## src/logic/mo_cfg_pkg.sv

```systemverilog
package mo_cfg_pkg;

    // banks are ROM, tape, cartridge and spare
    localparam int NUM_BANKS_DEF = 4;

    // byte buffer per packer, also the router's starting credit count
    localparam int BYTE_FIFO_DEPTH_DEF = 8;

    // memory writes allowed in flight at once
    localparam int MEM_CREDITS_DEF = 2;

    // word buffer inside each packer
    localparam int WORD_FIFO_DEPTH = 4;

    localparam int ADDR_W = 25;   // ioctl_addr width
    localparam int IDX_W  = 8;    // ioctl_index width
    localparam int BYTE_W = 8;    // ioctl_dout width

    // download index as sent by the configuration controller
    // an index of NUM_BANKS or above is not routed anywhere
    typedef enum logic [IDX_W-1:0] {
        IDX_ROM   = 8'd0,
        IDX_TAPE  = 8'd1,
        IDX_CART  = 8'd2,
        IDX_SPARE = 8'd3
    } dl_index_e;

endpackage

```

## src/logic/mo_mem_pkg.sv

```systemverilog
package mo_mem_pkg;

    localparam int BANK_W  = 2;
    localparam int WADDR_W = mo_cfg_pkg::ADDR_W - 1;   // word address, byte address / 2
    localparam int WDATA_W = 2 * mo_cfg_pkg::BYTE_W;
    localparam int MASK_W  = 2;

    // byte masks for one 16 bit word
    localparam logic [MASK_W-1:0] MASK_LO   = 2'b01;   // even byte only
    localparam logic [MASK_W-1:0] MASK_HI   = 2'b10;   // odd byte only
    localparam logic [MASK_W-1:0] MASK_BOTH = 2'b11;

    // one downloaded byte from the ioctl bus
    typedef struct packed {
        logic [mo_cfg_pkg::ADDR_W-1:0] addr;
        logic [mo_cfg_pkg::BYTE_W-1:0] data;
    } ioctl_byte_t;

    // one SDRAM write word
    // data[7:0] is the even address byte, covered by mask[0]
    typedef struct packed {
        logic [BANK_W-1:0]  bank;
        logic [WADDR_W-1:0] addr;
        logic [WDATA_W-1:0] data;
        logic [MASK_W-1:0]  mask;
    } mem_word_t;

endpackage

```

## src/logic/ioctl_router.sv

```systemverilog
`timescale 1ns/1ps

module ioctl_router #(
    parameter int NUM_BANKS = mo_cfg_pkg::NUM_BANKS_DEF,
    parameter int DEPTH     = mo_cfg_pkg::BYTE_FIFO_DEPTH_DEF
) (
    input  logic                          clk_sys,
    input  logic                          rst_n,
    input  logic                          ioctl_download,
    input  logic [mo_cfg_pkg::IDX_W-1:0]  ioctl_index,
    input  logic                          ioctl_wr,
    input  logic [mo_cfg_pkg::ADDR_W-1:0] ioctl_addr,
    input  logic [mo_cfg_pkg::BYTE_W-1:0] ioctl_dout,
    output logic [NUM_BANKS-1:0]          byte_wr,
    output mo_mem_pkg::ioctl_byte_t       byte_data,
    input  logic [NUM_BANKS-1:0]          byte_credit,
    output logic [NUM_BANKS-1:0]          overflow,
    output logic                          download_end
);

    localparam int CNT_W = $clog2(DEPTH + 1);

    logic [CNT_W-1:0]     credits [NUM_BANKS];
    logic [NUM_BANKS-1:0] send;
    logic [NUM_BANKS-1:0] drop;
    logic                 dl_q;

    // bank decode, bytes with index >= NUM_BANKS match nothing
    always_comb begin
        for (int i = 0; i < NUM_BANKS; i++) begin
            send[i] = 1'b0;
            drop[i] = 1'b0;
            if (ioctl_wr && ioctl_index == mo_cfg_pkg::IDX_W'(i)) begin
                send[i] = (credits[i] != '0);
                drop[i] = (credits[i] == '0);
            end
        end
    end

    always_ff @(posedge clk_sys or negedge rst_n) begin
        if (!rst_n) begin
            for (int i = 0; i < NUM_BANKS; i++) begin
                credits[i] <= CNT_W'(DEPTH);
            end
            byte_wr      <= '0;
            overflow     <= '0;
            dl_q         <= 1'b0;
            download_end <= 1'b0;
        end else begin
            for (int i = 0; i < NUM_BANKS; i++) begin
                credits[i] <= credits[i] - CNT_W'(send[i]) + CNT_W'(byte_credit[i]);
            end
            byte_wr      <= send;
            overflow     <= overflow | drop;   // sticky until reset
            dl_q         <= ioctl_download;
            download_end <= dl_q && !ioctl_download;
        end
    end

    // shared by all packers, qualified by byte_wr
    always_ff @(posedge clk_sys) begin
        if (ioctl_wr) begin
            byte_data.addr <= ioctl_addr;
            byte_data.data <= ioctl_dout;
        end
    end

endmodule

```

## config.mk

```make
export PLATFORM = sky130hd
export DESIGN_NAME = ioctl_router
export DESIGN_NICKNAME = d
export VERILOG_FILES = /design/src/logic/mo_cfg_pkg.sv /design/src/logic/mo_mem_pkg.sv /design/src/logic/ioctl_router.sv
export SDC_FILE = /design/constraint.sdc
export NUM_CORES = 1
export LEC_CHECK = 0
export BUFFER_PORTS_ARGS = -buffer_cell sky130_fd_sc_hd__buf_4
export CORE_UTILIZATION = 48
export CTS_CLUSTER_SIZE = 30
export DETAILED_ROUTE_END_ITERATION = 8
export PLACE_DENSITY = 0.85
export SYNTH_ARGS = -nofsm -noshare
export SYNTH_HDL_FRONTEND = slang
export SYNTH_SLANG_ARGS = --single-unit
```

## constraint.sdc

```tcl
create_clock -name clk_sys -period 3 [get_ports clk_sys]
set_input_delay 0.9 -clock clk_sys [delete_from_list [all_inputs] [get_ports clk_sys]]
set_output_delay 0.9 -clock clk_sys [all_outputs]
set_load 0.02 [all_outputs]
```

* After elaboration in Yosys (flattened, before gate mapping)
Cells that the tools add are included.
** Storage, ports and cells
- Bits in registers :: 59
- Input port bits :: 49
- Output and inout bits :: 42
- Logic and storage cells :: 45
** Operators by class
- Add/sub/neg operators :: 8
- Equal/unequal tests :: 3
- Muxes and demuxes :: 8
- Bitwise gates (word level) :: 1
- Reduce and logical (&&, ||, !) cells :: 15
** Operator list (number)
- 4-bit by 1-bit adder with 4-bit output :: 4
- 8-bit by 2-bit == test with 1-bit output (second input constant) :: 2
- 4-bit zero test :: 4
- 4-bit nonzero test :: 4
- 4-bit by 1-bit subtractor with 4-bit output :: 4
- 8-bit by 1-bit == test with 1-bit output (second input constant) :: 1
- 8-bit zero test :: 1
- 1-bit two-way mux :: 8
- 1-bit logical AND :: 5
- 4-bit OR :: 1
- 1-bit zero test :: 1

* Logic depth before layout (Yosys ltp)
- Depth in word-level cells :: 5
- Depth in mapped cells :: 10
- Mapped depth without buffers :: 10

* Least setup slack after synthesis
OpenSTA, ideal clock, no wires.
- Kind :: input to register
- Start point :: in ioctl_index[6] (netlist name)
- End point :: reg credits[14] (netlist name)
- Setup time :: 0.123 ns
- Arrival time :: 2.560 ns
- Data required time :: 2.877 ns
- Setup slack :: 0.318 ns
- Stages :: 9
- Cells stage by stage :: nor4b_4 > nand2_2 > nor4_1 > ha_1 > inv_1 > ha_1 > inv_1 > fa_1 > xnor2_1
** Between the ends
- Word-level cells in the longest chain between the ends :: 5
** RTL lines
- from (decl) :: RTL line ioctl_router.sv:10 : input logic [mo_cfg_pkg::IDX_W-1:0] ioctl_index,
- 8-bit zero test :: RTL line ioctl_router.sv:33 : if (ioctl_wr && ioctl_index == mo_cfg_pkg::IDX_W'(i)) begin
- 1-bit logical AND :: RTL line ioctl_router.sv:33
- 1-bit two-way mux :: RTL line ioctl_router.sv:33
- via send[0] :: RTL line ioctl_router.sv:24 : logic [NUM_BANKS-1:0] send;
- 4-bit by 1-bit subtractor with 4-bit output :: RTL line ioctl_router.sv:51 : credits[i] <= credits[i] - CNT_W'(send[i]) + CNT_W'(byte_credit[i]);
- 4-bit by 1-bit adder with 4-bit output :: RTL line ioctl_router.sv:51
- to (signal, indexed assignment) :: RTL line ioctl_router.sv:43 : credits[i] <= CNT_W'(DEPTH);
- to (signal, indexed assignment) :: RTL line ioctl_router.sv:51
- to (decl) :: RTL line ioctl_router.sv:23 : logic [CNT_W-1:0] credits [NUM_BANKS];
The timed path passes the listed nets, and every way through them passes these cells.
A chain may end at the register's enable or synchronous reset.

* Worst setup path in the final report
- Start point :: in ioctl_index[6] (netlist name)
- End point :: reg credits[11] (netlist name)
** Between the ends
- Word-level cells in the longest chain between the ends :: 5
** RTL lines (RTL line)
- 8-bit by 1-bit == test with 1-bit output :: ioctl_router.sv:33
- 1-bit logical AND :: ioctl_router.sv:33
- 1-bit two-way mux :: ioctl_router.sv:33
- via send[1] :: ioctl_router.sv:24
- 4-bit by 1-bit subtractor with 4-bit output :: ioctl_router.sv:51
- 4-bit by 1-bit adder with 4-bit output :: ioctl_router.sv:51
The timed path passes the listed nets, and every way through them passes these cells.

==> results.ini <==
[synth]
synth_seq_cells=59
ys.flop_type=edfxtp_1
synth_edf_count=33
ys_warn_count=0
ys_top_cells_by_area=edfxtp_1 (42%), dfrtp_1 (24%), ha_1 (11%)
synth_nets=217
synth_top_area_share_pct=42.3
ys_types=18
syn_inst=144
synthTopCellsByCount=edfxtp_1 (33), inv_1 (28), dfrtp_1 (22)
syn_avg_cell_area_um2=16.3
synthMostInstantiatedCell=edfxtp_1
synth_seq_area_share_pct=70.3
async_flop_share_pct=44.1
syn-cell-area_um2=2340
synth_area_leader_cell=edfxtp_1

[grt]
grt_overflow=0
antenna_found_initial=0
grt_max_degree=34
track_usage_pct=19.0
grt_pass1_vias=1521
grt_pass1_wl_um=7030

[pwr]
p_per_area_nw_per_um2=786
p_leak_nw=1.68
ir_drop_mv=0.378

[cts]
cts-resized-gates=0
ctsHoldBuffers=0
clkTransAtPathRegs_ns=0.07
cts_tree=yes
clockBufferDepth=2
cts_root_buf=clkbuf_8
cts_setup_buffers=0
cts.sinks=59
htree_levels=3
cts_buffers=9
worst_skew_pair.late_latency_ns=0.32

[sta]
worst_hold_slack_ns=0.477
fin_setup_tns_ns=0
hold_violations=0
tightest_slew_ns=0.385
grt_setup_unrepaired=false
fin_crit_ns=2.68
setup_viol_count_final=0
fmax_ghz=0.373
finalClockSkew_ns=0.00535
post-route-period-util_pct=89.3
drv_slew=0
relSlewSlack_pct=74.4

[cells_and_area]
fin_nets=326
area_growth_pct=43.5
n_antenna_cell=0
final_util_pct=71.6
layout-drive-gt1-share_pct=46.7

[worst_hold_path]
hold_class=in2async

[worst_setup_path]
worstPathRequired_ns=3.24
crit_fanout=4
r2r-start=credits[11]
path_cells=buf_4 > nor4b_4 > nand2_2 > nor4_1 > buf_4 > ha_1 > inv_1 > ha_1 > a21o_1 > a21oi_1 > xor2_1
cp.depth=11
reg2reg_slack_ns=0.61
r2r_end=credits[11]
arrival_ns=2.92
critPathKind=in2reg
worstRegToRegCells=11
endpoint_kind=register
crit_path_start_kind=primary input
slowest_stage=nor4b_4
cp.buffers_inverters=3
cp_slowest_stage_delay_ns=0.32
path_delay_family=simple AND/OR/NAND/NOR gates

[routing]
dr.pass1.iters=4
avgRoutedWirePerCell_um=14.5
drc=0
drt_wl_total_um=4520
viasPerCell=4.89
ant_nets=0
first_iter_violations=83
vias=1520

[floorplanning]
fp.coreArea_um2=4690
die_x_um=71.8
dieHeight_um=71.8
start_util_pct=49.9
ios=91
num_rows=25
dieArea_um2=5160

[placed_design]
portBuffers=90
place_congestion=0.754
dp_hpwl_um=3380

[job]
maxCapViolCount=0

[status]
status=completed

worst reg2reg max path: stages, from the launching register on:
cell     delay [ns]
dfstp_2        0.51
inv_1          0.04
ha_1           0.17
and3_1         0.19
nor4_1         0.21
buf_4          0.17
ha_1           0.13
inv_1          0.06
ha_1           0.26
a21o_1         0.18
a21oi_1        0.19
xor2_1         0.20
report_power, final:
group | switching, W | internal (W)
combinational | 0.000408 | 0.000357
clock | 0.000289 | 0.000482
sequential | 0.0000539 | 0.00105
total | 0.000751 | 0.00189
metal layers:
metal | share of wire [%] | global-route usage, %
met1 | 41 | 22.7
met2 | 49 | 31.8
met3 | 8.5 | 6.61
met4 | 1.3 | 7.19
met5 | 0 | 0
registers in the layout, indices dropped and copies added, names as in the netlist:
signal        count
dl_q              1
overflow          4
credits          16
download_end      1
byte_data        33
byte_wr           4
kinds of logic (layout without fill, tap and decap cells):
kind of cell	after synthesis	in the layout	share of synthesized area [%]
flip-flops	59	59	70.3
buffers and inverters	28	141	4.49
adder cells (fa/ha/maj)	24	24	14.1
AND/OR/NAND/NOR	13	13	4.22
AO/OA/AOI/OAI	12	12	3.85
XOR/XNOR	8	8	2.99
how the worst max path moves through the flow:
stage / from / end / slack, ns
after detailed placement: ioctl_index[6] / credits[13] / 0.002
after global routing: ioctl_index[6] / credits[14] / 0.19
after global placement: ioctl_index[6] / credits[14] / 0.05
after CTS: ioctl_index[6] / credits[11] / 0.30
after floorplan: ioctl_index[6] / credits[14] / 0.32
final: ioctl_index[6] / credits[11] / 0.32
layout make-up:
class,count,area (um^2)
Fill cell,319,1330
Clock inverter,5,77.6
Timing Repair Buffer,98,736
Tap cell,54,67.6
Multi-Input combinational cell,57,589
Inverter,28,105
Sequential cell,59,1650
Clock buffer,10,138
cells in the final DEF (no fill, tap or decap), drive strengths merged:
| cell | count |
|---|---|
| bufinv | 2 |
| inv | 28 |
| nor4b | 1 |
| a41o | 4 |
| xor2 | 7 |
| buf | 98 |
| clkinvlp | 1 |
| a21o | 4 |
| dfstp | 4 |
| edfxtp | 33 |
| nor2b | 1 |
| and2 | 1 |
| a21oi | 4 |
| clkinv | 2 |
| ha | 20 |
| nand2 | 1 |
| nor4 | 4 |
| nor3 | 1 |
| and3 | 4 |
| fa | 4 |
| dfrtp | 22 |
| xnor2 | 1 |
| clkbuf | 10 |
per-stage QoR:
stage / std cells / cell area [um^2] / power (W) / setup WS, ns
final: 311 / 3360 / 0.00264 / 0.321
after global routing: 311 / 3360 / 0.00282 / 0.192
after CTS: 311 / 3360 / 0.00268 / 0.303
after detailed placement: 296 / 3140 / 0.00189 / 0.00164
after global placement: 296 / 3140 / 0.00183 / 0.0516
after floorplan: 144 / 2340 / 0.00164 / 0.318
No activity file was read; power rests on OpenSTA's default activity.
