`config.mk`:
```
export PLATFORM = sky130hd
export DESIGN_NAME = rom_bank_packer
export DESIGN_NICKNAME = d
export VERILOG_FILES = /design/src/logic/mo_cfg_pkg.sv /design/src/logic/mo_mem_pkg.sv /design/src/logic/credit_fifo.sv /design/src/logic/rom_bank_packer.sv
export SDC_FILE = /design/constraint.sdc
export NUM_CORES = 1
export LEC_CHECK = 0
export BUFFER_PORTS_ARGS = -buffer_cell sky130_fd_sc_hd__buf_2
export CAP_MARGIN = 5
export CORE_UTILIZATION = 45
export DETAILED_ROUTE_END_ITERATION = 16
export GPL_ROUTABILITY_DRIVEN = 0
export PLACE_DENSITY = 0.63
export SLEW_MARGIN = 20
export SYNTH_ARGS = -nofsm -noshare
export SYNTH_HDL_FRONTEND = slang
export SYNTH_SLANG_ARGS = --single-unit
```
`constraint.sdc`:
```
create_clock -name clk_sys -period 4 [get_ports clk_sys]
set_clock_uncertainty 0.05 [all_clocks]
set_input_delay 0.6 -clock clk_sys [delete_from_list [all_inputs] [get_ports clk_sys]]
set_output_delay 0.6 -clock clk_sys [all_outputs]
set_load 0.005 [all_outputs]
```
`src/logic/mo_cfg_pkg.sv`:
```
package mo_cfg_pkg;

    // banks are ROM, tape, cartridge and spare
    localparam int NUM_BANKS_DEF = 4;

    // byte buffer per packer, also the router's starting credit count
    localparam int BYTE_FIFO_DEPTH_DEF = 8;

    // memory writes allowed in flight at once
    localparam int MEM_CREDITS_DEF = 2;

    // word buffer inside each packer
    localparam int WORD_FIFO_DEPTH = 4;

    localparam int ADDR_W = 25;   // ioctl_addr width
    localparam int IDX_W  = 8;    // ioctl_index width
    localparam int BYTE_W = 8;    // ioctl_dout width

    // download index as sent by the configuration controller
    // an index of NUM_BANKS or above is not routed anywhere
    typedef enum logic [IDX_W-1:0] {
        IDX_ROM   = 8'd0,
        IDX_TAPE  = 8'd1,
        IDX_CART  = 8'd2,
        IDX_SPARE = 8'd3
    } dl_index_e;

endpackage

```
`src/logic/mo_mem_pkg.sv`:
```
package mo_mem_pkg;

    localparam int BANK_W  = 2;
    localparam int WADDR_W = mo_cfg_pkg::ADDR_W - 1;   // word address, byte address / 2
    localparam int WDATA_W = 2 * mo_cfg_pkg::BYTE_W;
    localparam int MASK_W  = 2;

    // byte masks for one 16 bit word
    localparam logic [MASK_W-1:0] MASK_LO   = 2'b01;   // even byte only
    localparam logic [MASK_W-1:0] MASK_HI   = 2'b10;   // odd byte only
    localparam logic [MASK_W-1:0] MASK_BOTH = 2'b11;

    // one downloaded byte from the ioctl bus
    typedef struct packed {
        logic [mo_cfg_pkg::ADDR_W-1:0] addr;
        logic [mo_cfg_pkg::BYTE_W-1:0] data;
    } ioctl_byte_t;

    // one SDRAM write word
    // data[7:0] is the even address byte, covered by mask[0]
    typedef struct packed {
        logic [BANK_W-1:0]  bank;
        logic [WADDR_W-1:0] addr;
        logic [WDATA_W-1:0] data;
        logic [MASK_W-1:0]  mask;
    } mem_word_t;

endpackage

```
`src/logic/credit_fifo.sv`:
```
`timescale 1ns/1ps

module credit_fifo #(
    parameter type payload_t = logic [7:0],
    parameter int  DEPTH     = 4
) (
    input  logic     clk_sys,
    input  logic     rst_n,
    input  logic     push,
    input  payload_t push_data,
    input  logic     pop,
    output payload_t pop_data,
    output logic     not_empty,
    output logic     credit
);

    localparam int PTR_W = (DEPTH > 1) ? $clog2(DEPTH) : 1;
    localparam int CNT_W = $clog2(DEPTH + 1);

    payload_t         mem [DEPTH];
    logic [PTR_W-1:0] wr_ptr;
    logic [PTR_W-1:0] rd_ptr;
    logic [CNT_W-1:0] count;
    logic             do_pop;

    function automatic logic [PTR_W-1:0] ptr_inc(input logic [PTR_W-1:0] p);
        ptr_inc = (p == PTR_W'(DEPTH - 1)) ? '0 : p + 1'b1;
    endfunction

    assign not_empty = (count != '0);
    assign do_pop    = pop && not_empty;   // pop on empty is ignored
    assign pop_data  = mem[rd_ptr];

    // overflow never happens as long as the sender respects its credits
    always_ff @(posedge clk_sys) begin
        if (push) begin
            mem[wr_ptr] <= push_data;
        end
    end

    always_ff @(posedge clk_sys or negedge rst_n) begin
        if (!rst_n) begin
            wr_ptr <= '0;
            rd_ptr <= '0;
            count  <= '0;
            credit <= 1'b0;
        end else begin
            if (push) begin
                wr_ptr <= ptr_inc(wr_ptr);
            end
            if (do_pop) begin
                rd_ptr <= ptr_inc(rd_ptr);
            end
            count  <= count + CNT_W'(push) - CNT_W'(do_pop);
            credit <= do_pop;   // one credit back per entry freed
        end
    end

endmodule

```
`src/logic/rom_bank_packer.sv`:
```
`timescale 1ns/1ps

module rom_bank_packer #(
    parameter int BANK  = 0,
    parameter int DEPTH = mo_cfg_pkg::BYTE_FIFO_DEPTH_DEF
) (
    input  logic                    clk_sys,
    input  logic                    rst_n,
    input  logic                    byte_wr,
    input  mo_mem_pkg::ioctl_byte_t byte_data,
    input  logic                    download_end,
    output logic                    byte_credit,
    output logic                    word_req,
    output mo_mem_pkg::mem_word_t   word_data,
    input  logic                    word_gnt,
    output logic                    busy
);

    localparam int AW      = mo_cfg_pkg::ADDR_W;
    localparam int WDEPTH  = mo_cfg_pkg::WORD_FIFO_DEPTH;
    localparam int WCRED_W = $clog2(WDEPTH + 1);

    mo_mem_pkg::ioctl_byte_t cur;
    mo_mem_pkg::ioctl_byte_t held;
    mo_mem_pkg::mem_word_t   nxt_word;
    mo_mem_pkg::mem_word_t   word_reg;
    logic                    held_v;
    logic                    held_set;
    logic                    held_clr;
    logic                    end_pend;
    logic                    byte_avail;
    logic                    byte_pop;
    logic                    emit;
    logic                    room;
    logic                    word_push;
    logic                    word_cr;
    logic [WCRED_W-1:0]      wcred;

    credit_fifo #(
        .payload_t (mo_mem_pkg::ioctl_byte_t),
        .DEPTH     (DEPTH)
    ) u_byte_fifo (
        .clk_sys   (clk_sys),
        .rst_n     (rst_n),
        .push      (byte_wr),
        .push_data (byte_data),
        .pop       (byte_pop),
        .pop_data  (cur),
        .not_empty (byte_avail),
        .credit    (byte_credit)
    );

    credit_fifo #(
        .payload_t (mo_mem_pkg::mem_word_t),
        .DEPTH     (WDEPTH)
    ) u_word_fifo (
        .clk_sys   (clk_sys),
        .rst_n     (rst_n),
        .push      (word_push),
        .push_data (word_reg),
        .pop       (word_gnt),
        .pop_data  (word_data),
        .not_empty (word_req),
        .credit    (word_cr)
    );

    assign room = (wcred != '0);   // free slot in the word FIFO

    // at most one word per cycle, a broken pair flushes first and
    // leaves the new byte in the FIFO for the next cycle
    always_comb begin
        byte_pop      = 1'b0;
        emit          = 1'b0;
        held_set      = 1'b0;
        held_clr      = 1'b0;
        nxt_word.bank = mo_mem_pkg::BANK_W'(BANK);
        nxt_word.addr = held.addr[AW-1:1];
        nxt_word.data = {8'h00, held.data};
        nxt_word.mask = mo_mem_pkg::MASK_LO;
        if (byte_avail) begin
            if (held_v) begin
                if (room) begin
                    emit     = 1'b1;
                    held_clr = 1'b1;
                    if (cur.addr == {held.addr[AW-1:1], 1'b1}) begin
                        byte_pop      = 1'b1;
                        nxt_word.data = {cur.data, held.data};
                        nxt_word.mask = mo_mem_pkg::MASK_BOTH;
                    end
                end
            end else if (!cur.addr[0]) begin
                byte_pop = 1'b1;   // even byte waits for its partner
                held_set = 1'b1;
            end else if (room) begin
                emit          = 1'b1;
                byte_pop      = 1'b1;
                nxt_word.addr = cur.addr[AW-1:1];
                nxt_word.data = {cur.data, 8'h00};
                nxt_word.mask = mo_mem_pkg::MASK_HI;
            end
        end else if (held_v && end_pend && room) begin
            emit     = 1'b1;
            held_clr = 1'b1;
        end
    end

    always_ff @(posedge clk_sys or negedge rst_n) begin
        if (!rst_n) begin
            held_v    <= 1'b0;
            end_pend  <= 1'b0;
            word_push <= 1'b0;
            wcred     <= WCRED_W'(WDEPTH);
        end else begin
            if (held_set) begin
                held_v <= 1'b1;
            end else if (held_clr) begin
                held_v <= 1'b0;
            end
            // end of download waits until the byte FIFO has drained
            if (download_end) begin
                end_pend <= 1'b1;
            end else if (!byte_avail && !held_v) begin
                end_pend <= 1'b0;
            end
            word_push <= emit;
            wcred     <= wcred - WCRED_W'(emit) + WCRED_W'(word_cr);
        end
    end

    always_ff @(posedge clk_sys) begin
        if (held_set) begin
            held <= cur;
        end
        word_reg <= nxt_word;
    end

    assign busy = byte_wr || byte_avail || held_v || word_push || word_req;

endmodule

```
Word level (Yosys, flattened, before mapping)

Memories as Yosys holds them, arrays and structs flattened.
Cells that the tools add are included.

Register bits after elaboration: 100
Bits in writable memories: 432
Input port bits: 38
Output and inout port bits: 47
Logic and storage cells: 85
Memories kept: 2

Add/subtract/negate cells: 10
Equality and inequality tests: 5
Mux-type cells: 34
Reductions and logical operators: 16

Memories:

| name            | depth | bits a word | read ports | clocked after memory_dff | wr ports | line              | RTL |
|---|---|---|---|---|---|---|---|
| u_byte_fifo.mem | 8     | 33          | 1          | 0                        | 1        | credit_fifo.sv:20 | `payload_t mem [DEPTH];` |
| u_word_fifo.mem | 4     | 42          | 1          | 0                        | 1        | credit_fifo.sv:20 |  |

Operator list:

| kind                  | number |
|---|---|
| $mux W42              | 3 |
| $mux W18              | 3 |
| $eq A25 B25 Y1        | 1 |
| $mux W24              | 1 |
| $mux W1               | 23 |
| $add A3 B1 Y3         | 2 |
| $add A3 B1 Y3 const B | 2 |
| $eq A3 B3 Y1 const B  | 2 |
| $mux W3               | 2 |
| $reduce_bool A3 Y1    | 2 |
| $sub A3 B1 Y3         | 2 |
| $logic_and A1 B1 Y1   | 5 |
| $add A2 B1 Y2 const B | 2 |
| $add A4 B1 Y4         | 1 |
| $eq A2 B2 Y1 const B  | 2 |
| $logic_or A1 B1 Y1    | 4 |
| $mux W2               | 2 |
| $reduce_bool A2 Y1    | 2 |
| $reduce_bool A4 Y1    | 1 |
| $sub A4 B1 Y4         | 1 |
| $logic_not A1 Y1      | 2 |

Logic depth before layout (Yosys ltp)

An unclocked memory read counts as a cell.

Word-level depth: 8
Gate-level depth with buffers: 17
Mapped depth without buffers: 14

By module

A second synthesis with hierarchy kept.

Cell total of the unflattened synthesis: 909
Area total of the unflattened synthesis: 20,530.9 µm²

Modules (own cells, without submodules):

| module                     | times used | cells an instance | area each (µm²) | seq. area each (µm²) |
|---|---|---|---|---|
| credit_fifo at u_byte_fifo | 1          | 440               | 10,635.2        | 8,202.9 |
| credit_fifo at u_word_fifo | 1          | 268               | 6,854.1         | 5,485.3 |
| rom_bank_packer            | 1          | 201               | 3,041.7         | 1,953.1 |

Worst setup path before layout

No wires, ideal clock.

Path type: input to register
From: input byte_wr
To: memory u_byte_fifo.mem[0][0] in the netlist's numbering, enable pin
Library setup time: 0.464 ns
Arrival time: 2.980 ns
Data required time: 3.486 ns
Slack: 0.506 ns
Cell stages on the path: 2
Buffers on the path: 0
Cells stage by stage: nand2b_1 -> nor3_1

Longest elaborated chain between the ends: 2

RTL lines:

| item                          | line                 | RTL |
|---|---|---|
| start, declared               | rom_bank_packer.sv:9 | `input logic byte_wr,` |
| $mux W1                       | credit_fifo.sv:36    | `if (push) begin` |
| $mux W1 (implied by the code) | credit_fifo.sv:37    | `mem[wr_ptr] <= push_data;` |
| end, declared                 | credit_fifo.sv:20    |  |

Every way passes these cells.

Worst setup path after layout

From: register u_byte_fifo.rd_ptr[1]
To: register u_byte_fifo.count[2]

Longest elaborated chain between the ends: 8
Elaborated cells between the ends (all ways): 9
Classes of those cells: add/sub: 1; eq/ne: 1; mux: 5; reduce/logical: 1; memory: 1

RTL lines:

| item                   | line                  | RTL |
|---|---|---|
| start, declared        | credit_fifo.sv:22     | `logic [PTR_W-1:0] rd_ptr;` |
| start signal, assigned | credit_fifo.sv:52     | `rd_ptr <= ptr_inc(rd_ptr);` |
| $mem_v2 Z8 W33 *       | n/a                   |  |
| $eq A25 B25 Y1         | rom_bank_packer.sv:85 | `if (cur.addr == {held.addr[AW-1:1], 1'b1}) begin` |
| $mux W1                | rom_bank_packer.sv:85 |  |
| $mux W1                | rom_bank_packer.sv:82 | `if (room) begin` |
| $mux W1 *              | rom_bank_packer.sv:81 | `if (held_v) begin` |
| $mux W1 *              | rom_bank_packer.sv:80 | `if (byte_avail) begin` |
| $logic_and A1 B1 Y1 *  | credit_fifo.sv:31     | `assign do_pop = pop && not_empty;` |
| net u_byte_fifo.do_pop | credit_fifo.sv:24     | `logic do_pop;` |
| $sub A4 B1 Y4 *        | credit_fifo.sv:54     | `count <= count + CNT_W'(push) - CNT_W'(do_pop);` |
| end signal, assigned   | credit_fifo.sv:54     |  |
| end, declared          | credit_fifo.sv:23     | `logic [CNT_W-1:0] count;` |

Mark *: on every way through the listed nets, which the timed path passes. The rest lies on a longest branch.
A chain may end at the register's enable or synchronous reset.

==> reports/results.txt <==
Flip-flop and latch count after synthesis: 531
Yosys top cell by area: edfxtp_1
Fin worst setup slack: 248.5 ps
Vias: 9482
Deepest clock path buffer count: 3
Slowest stage delay, CP: 590 ps
Setup TNS: 0 ps
I/O pin count: 85
Part of the power in registers: 45.0%
Initial DRC count: 558
Gr usage total: 17.15%
Antenna violations before repair: 6
CTS Sinks: 531
First-pass GRT wire length: 59780 um
Drt total wl: 38710 um
Starting Density: 45.73%
Worst Setup Path Type: reg2reg
Main flop type after synthesis: edfxtp_1
Detailed Routing Iterations Pass 1: 4
Max-slew violation count: 0
Port Buffer Count: 82
Maximum Capacitance Violations: 0
Unrepaired setup endpoints after global routing: no
Post-layout nets: 1212
Crit-path max FO: 15
Fin util: 52.67%
Pwr dens: 824.6 mW/mm^2
Max Clock Freq: 0.2666 GHz
Period utilization: 93.79%
Tmin final: 3751 ps
Power share of the combinational group: 30.5%
DPL Wire Length: 24000 um
CTS H-tree lvls: 2
Synth unique cells: 60
Vias per std cell: 5.306
Crit path capture type: flip-flop
Die area: 0.04589 sq mm
Cell area after synthesis: 0.02027 sq mm
WP data arrival: 4130 ps
Reg clk slew, reported paths: 60 ps
Chip Width: 214.2 um
CTS tree: yes
Worst hold path class: in2async
Leakage: 8.014 nW
Worst slack, placed: 210.8 ps
Final setup fails: 0
CTS Root Cell: clkbuf_16
Post-DRT Antenna Nets: 0
Post-synth ARST share: 4.708%
Design Power: 19.25 mW
Crit-path slowest cell: dfrtp_4
Switch Pwr: 5.888 mW
Row cnt: 77
Clock power frac: 24.4%
Avg Inst Size Synth: 19.95 sq um
CP Buf/Inv Count: 1
Commonest cells in the netlist: edfxtp_1 (464), mux4_2 (78), mux2_2 (61), dfxtp_1 (42)
Most frequent cell after synthesis: edfxtp_1
Yosys top cell area share: 68.75%
Delay-heaviest family, CP: simple AND/OR/NAND/NOR gates
Final hold slack: 14.70 ps
Clk_lat worst skew: 560 ps
Pint: 13.36 mW
Die height: 214.2 um
Vias in the first global route: 9817
Largest register FFs: 264
Setup Buffers After CTS: 0
Final hold vios: 0
Synth area leaders: edfxtp_1 (69%), mux4_2 (8.7%), dfxtp_1 (4.1%)
Slew @ Worst Pin: 817.8 ps
Synth Instances: 1016
WP data required: 4380 ps
Switch share: 30.59%
Yosys warnings: 0
Sequential area share after synthesis: 76.00%
Cells along the critical path: mux4_2 > mux2i_1 > xor2_1 > nand3b_1 > nor4_4 > nand4_4 > nand2b_1 > ha_1 > inv_1 > ha_1 > fa_1 > xor2_1
Drt wl/cell: 21.66 um
Grt ovf: 0
DRC violations left: 0
Share of cells above drive strength 1: 31.16%
VDD IR max: 407.2 uV
Max_slew headroom: 45.35%
Area of the core: 0.04432 sq mm
Post-placement cell count: 1693
Largest net degree at the start of global routing: 48
Placed inst area: 0.02168 sq mm
CTS Buf Count: 50
Layout area overhead: 15.19%
Run status: finished, final reports clean
Post-synth EDFFs: 464
Non-Filler Instances: 1787
Final instance area: 0.02334 sq mm
Crit start category: flip-flop
==> metal layers <==
layer  part of all wire (%)  track usage [%]  wire length [um]
met5                   0.12                0                48
met4                    1.5            4.024               589
met3                    4.9            3.390              1911
met2                     48            27.92             18610
met1                     45            23.94             17550
==> power groups by stage <==
| stage | sequential [mW] | combinational [mW] | clock (mW) |
|---|---|---|---|
| finish | 8.67 | 5.88 | 4.70 |
| detailed placement | 8.79 | 5.98 | 0 |
| floorplan | 8.47 | 4.05 | 0 |
| global route | 8.83 | 6.42 | 5.02 |
| CTS | 8.69 | 6.01 | 4.79 |
| global placement | 8.70 | 5.94 | 0 |
==> layout by cell type, fill, tap and decap left out, drive strengths merged, types with 4 or more instances in the layout <==
cell / netlist / routed
a221oi: 4 / 4
o22ai: 18 / 18
nand2b: 12 / 12
or3: 7 / 7
o31a: 4 / 4
bufinv: 0 / 5
a21boi: 8 / 8
o21ai: 22 / 22
nand2: 17 / 17
clkbuf: 13 / 59
inv: 24 / 26
nor3: 9 / 9
buf: 28 / 125
nand4: 6 / 6
and2: 14 / 14
nor2: 22 / 22
xnor2: 8 / 8
dfxtp: 42 / 42
ha: 18 / 18
nor4: 4 / 4
mux2i: 20 / 20
mux4: 78 / 78
nor2b: 14 / 14
dfrtp: 24 / 24
clkinv: 0 / 25
a211oi: 9 / 9
nand3: 8 / 8
edfxtp: 464 / 464
mux2: 71 / 71
xor2: 12 / 12
==> worst reg2reg max path, stage by stage (launching register included) <==
cell and delay, ps:
dfrtp_4 590, mux4_2 570, mux2i_1 270, xor2_1 260, nand3b_1 190, nor4_4 460, nand4_4 130, nand2b_1 130
ha_1 140, inv_1 40, ha_1 200, fa_1 410, xor2_1 180
==> final cells by class <==
type / count / area [sq um]
Multi-Input combinational cell: 421 / 4611
Fill cell: 3517 / 20970
Inverter: 24 / 90.09
Timing Repair Buffer: 125 / 837.1
Tap cell: 592 / 740.7
Sequential cell: 531 / 15410
Clock buffer: 59 / 1348
Clock inverter: 34 / 302.8
Antenna cell: 1 / 2.502
==> cell families (layout without fill, tap and decap cells) <==
family	count (synthesis)	after routing	synth area share, %
xor gates and xnor gates	20	20	0.9384
muxes	169	169	13.66
buffers and inverters	65	242	1.581
DFF	531	531	76.00
AOI/OAI and AO/OA	81	81	2.692
adders and majority gates	21	21	1.408
and+or+nand+nor	128	128	3.711
other	1	3	0.01850
==> repair_timing <==
item	in CTS	in global routing
hold buffers	0	0
endpoints found under the setup margin	0	2
resized for setup	0	2
==> worst paths after layout <==
path	start	depth (start not counted)	to	slack, ps
worst max-delay path	u_byte_fifo.rd_ptr[1]	12	u_byte_fifo.count[2]	250
worst min-delay path	rst_n	1	u_byte_fifo.rd_ptr[1]	10
worst max register to register	u_byte_fifo.rd_ptr[1]	12	u_byte_fifo.count[2]	250
worst min register to register	held[0]	1	word_reg[2]	390
max in group asynchronous	rst_n	1	u_byte_fifo.rd_ptr[0]	3420
min in group clk_sys	download_end	2	end_pend	200
Note: power is estimated with default switching activity, not from simulation.
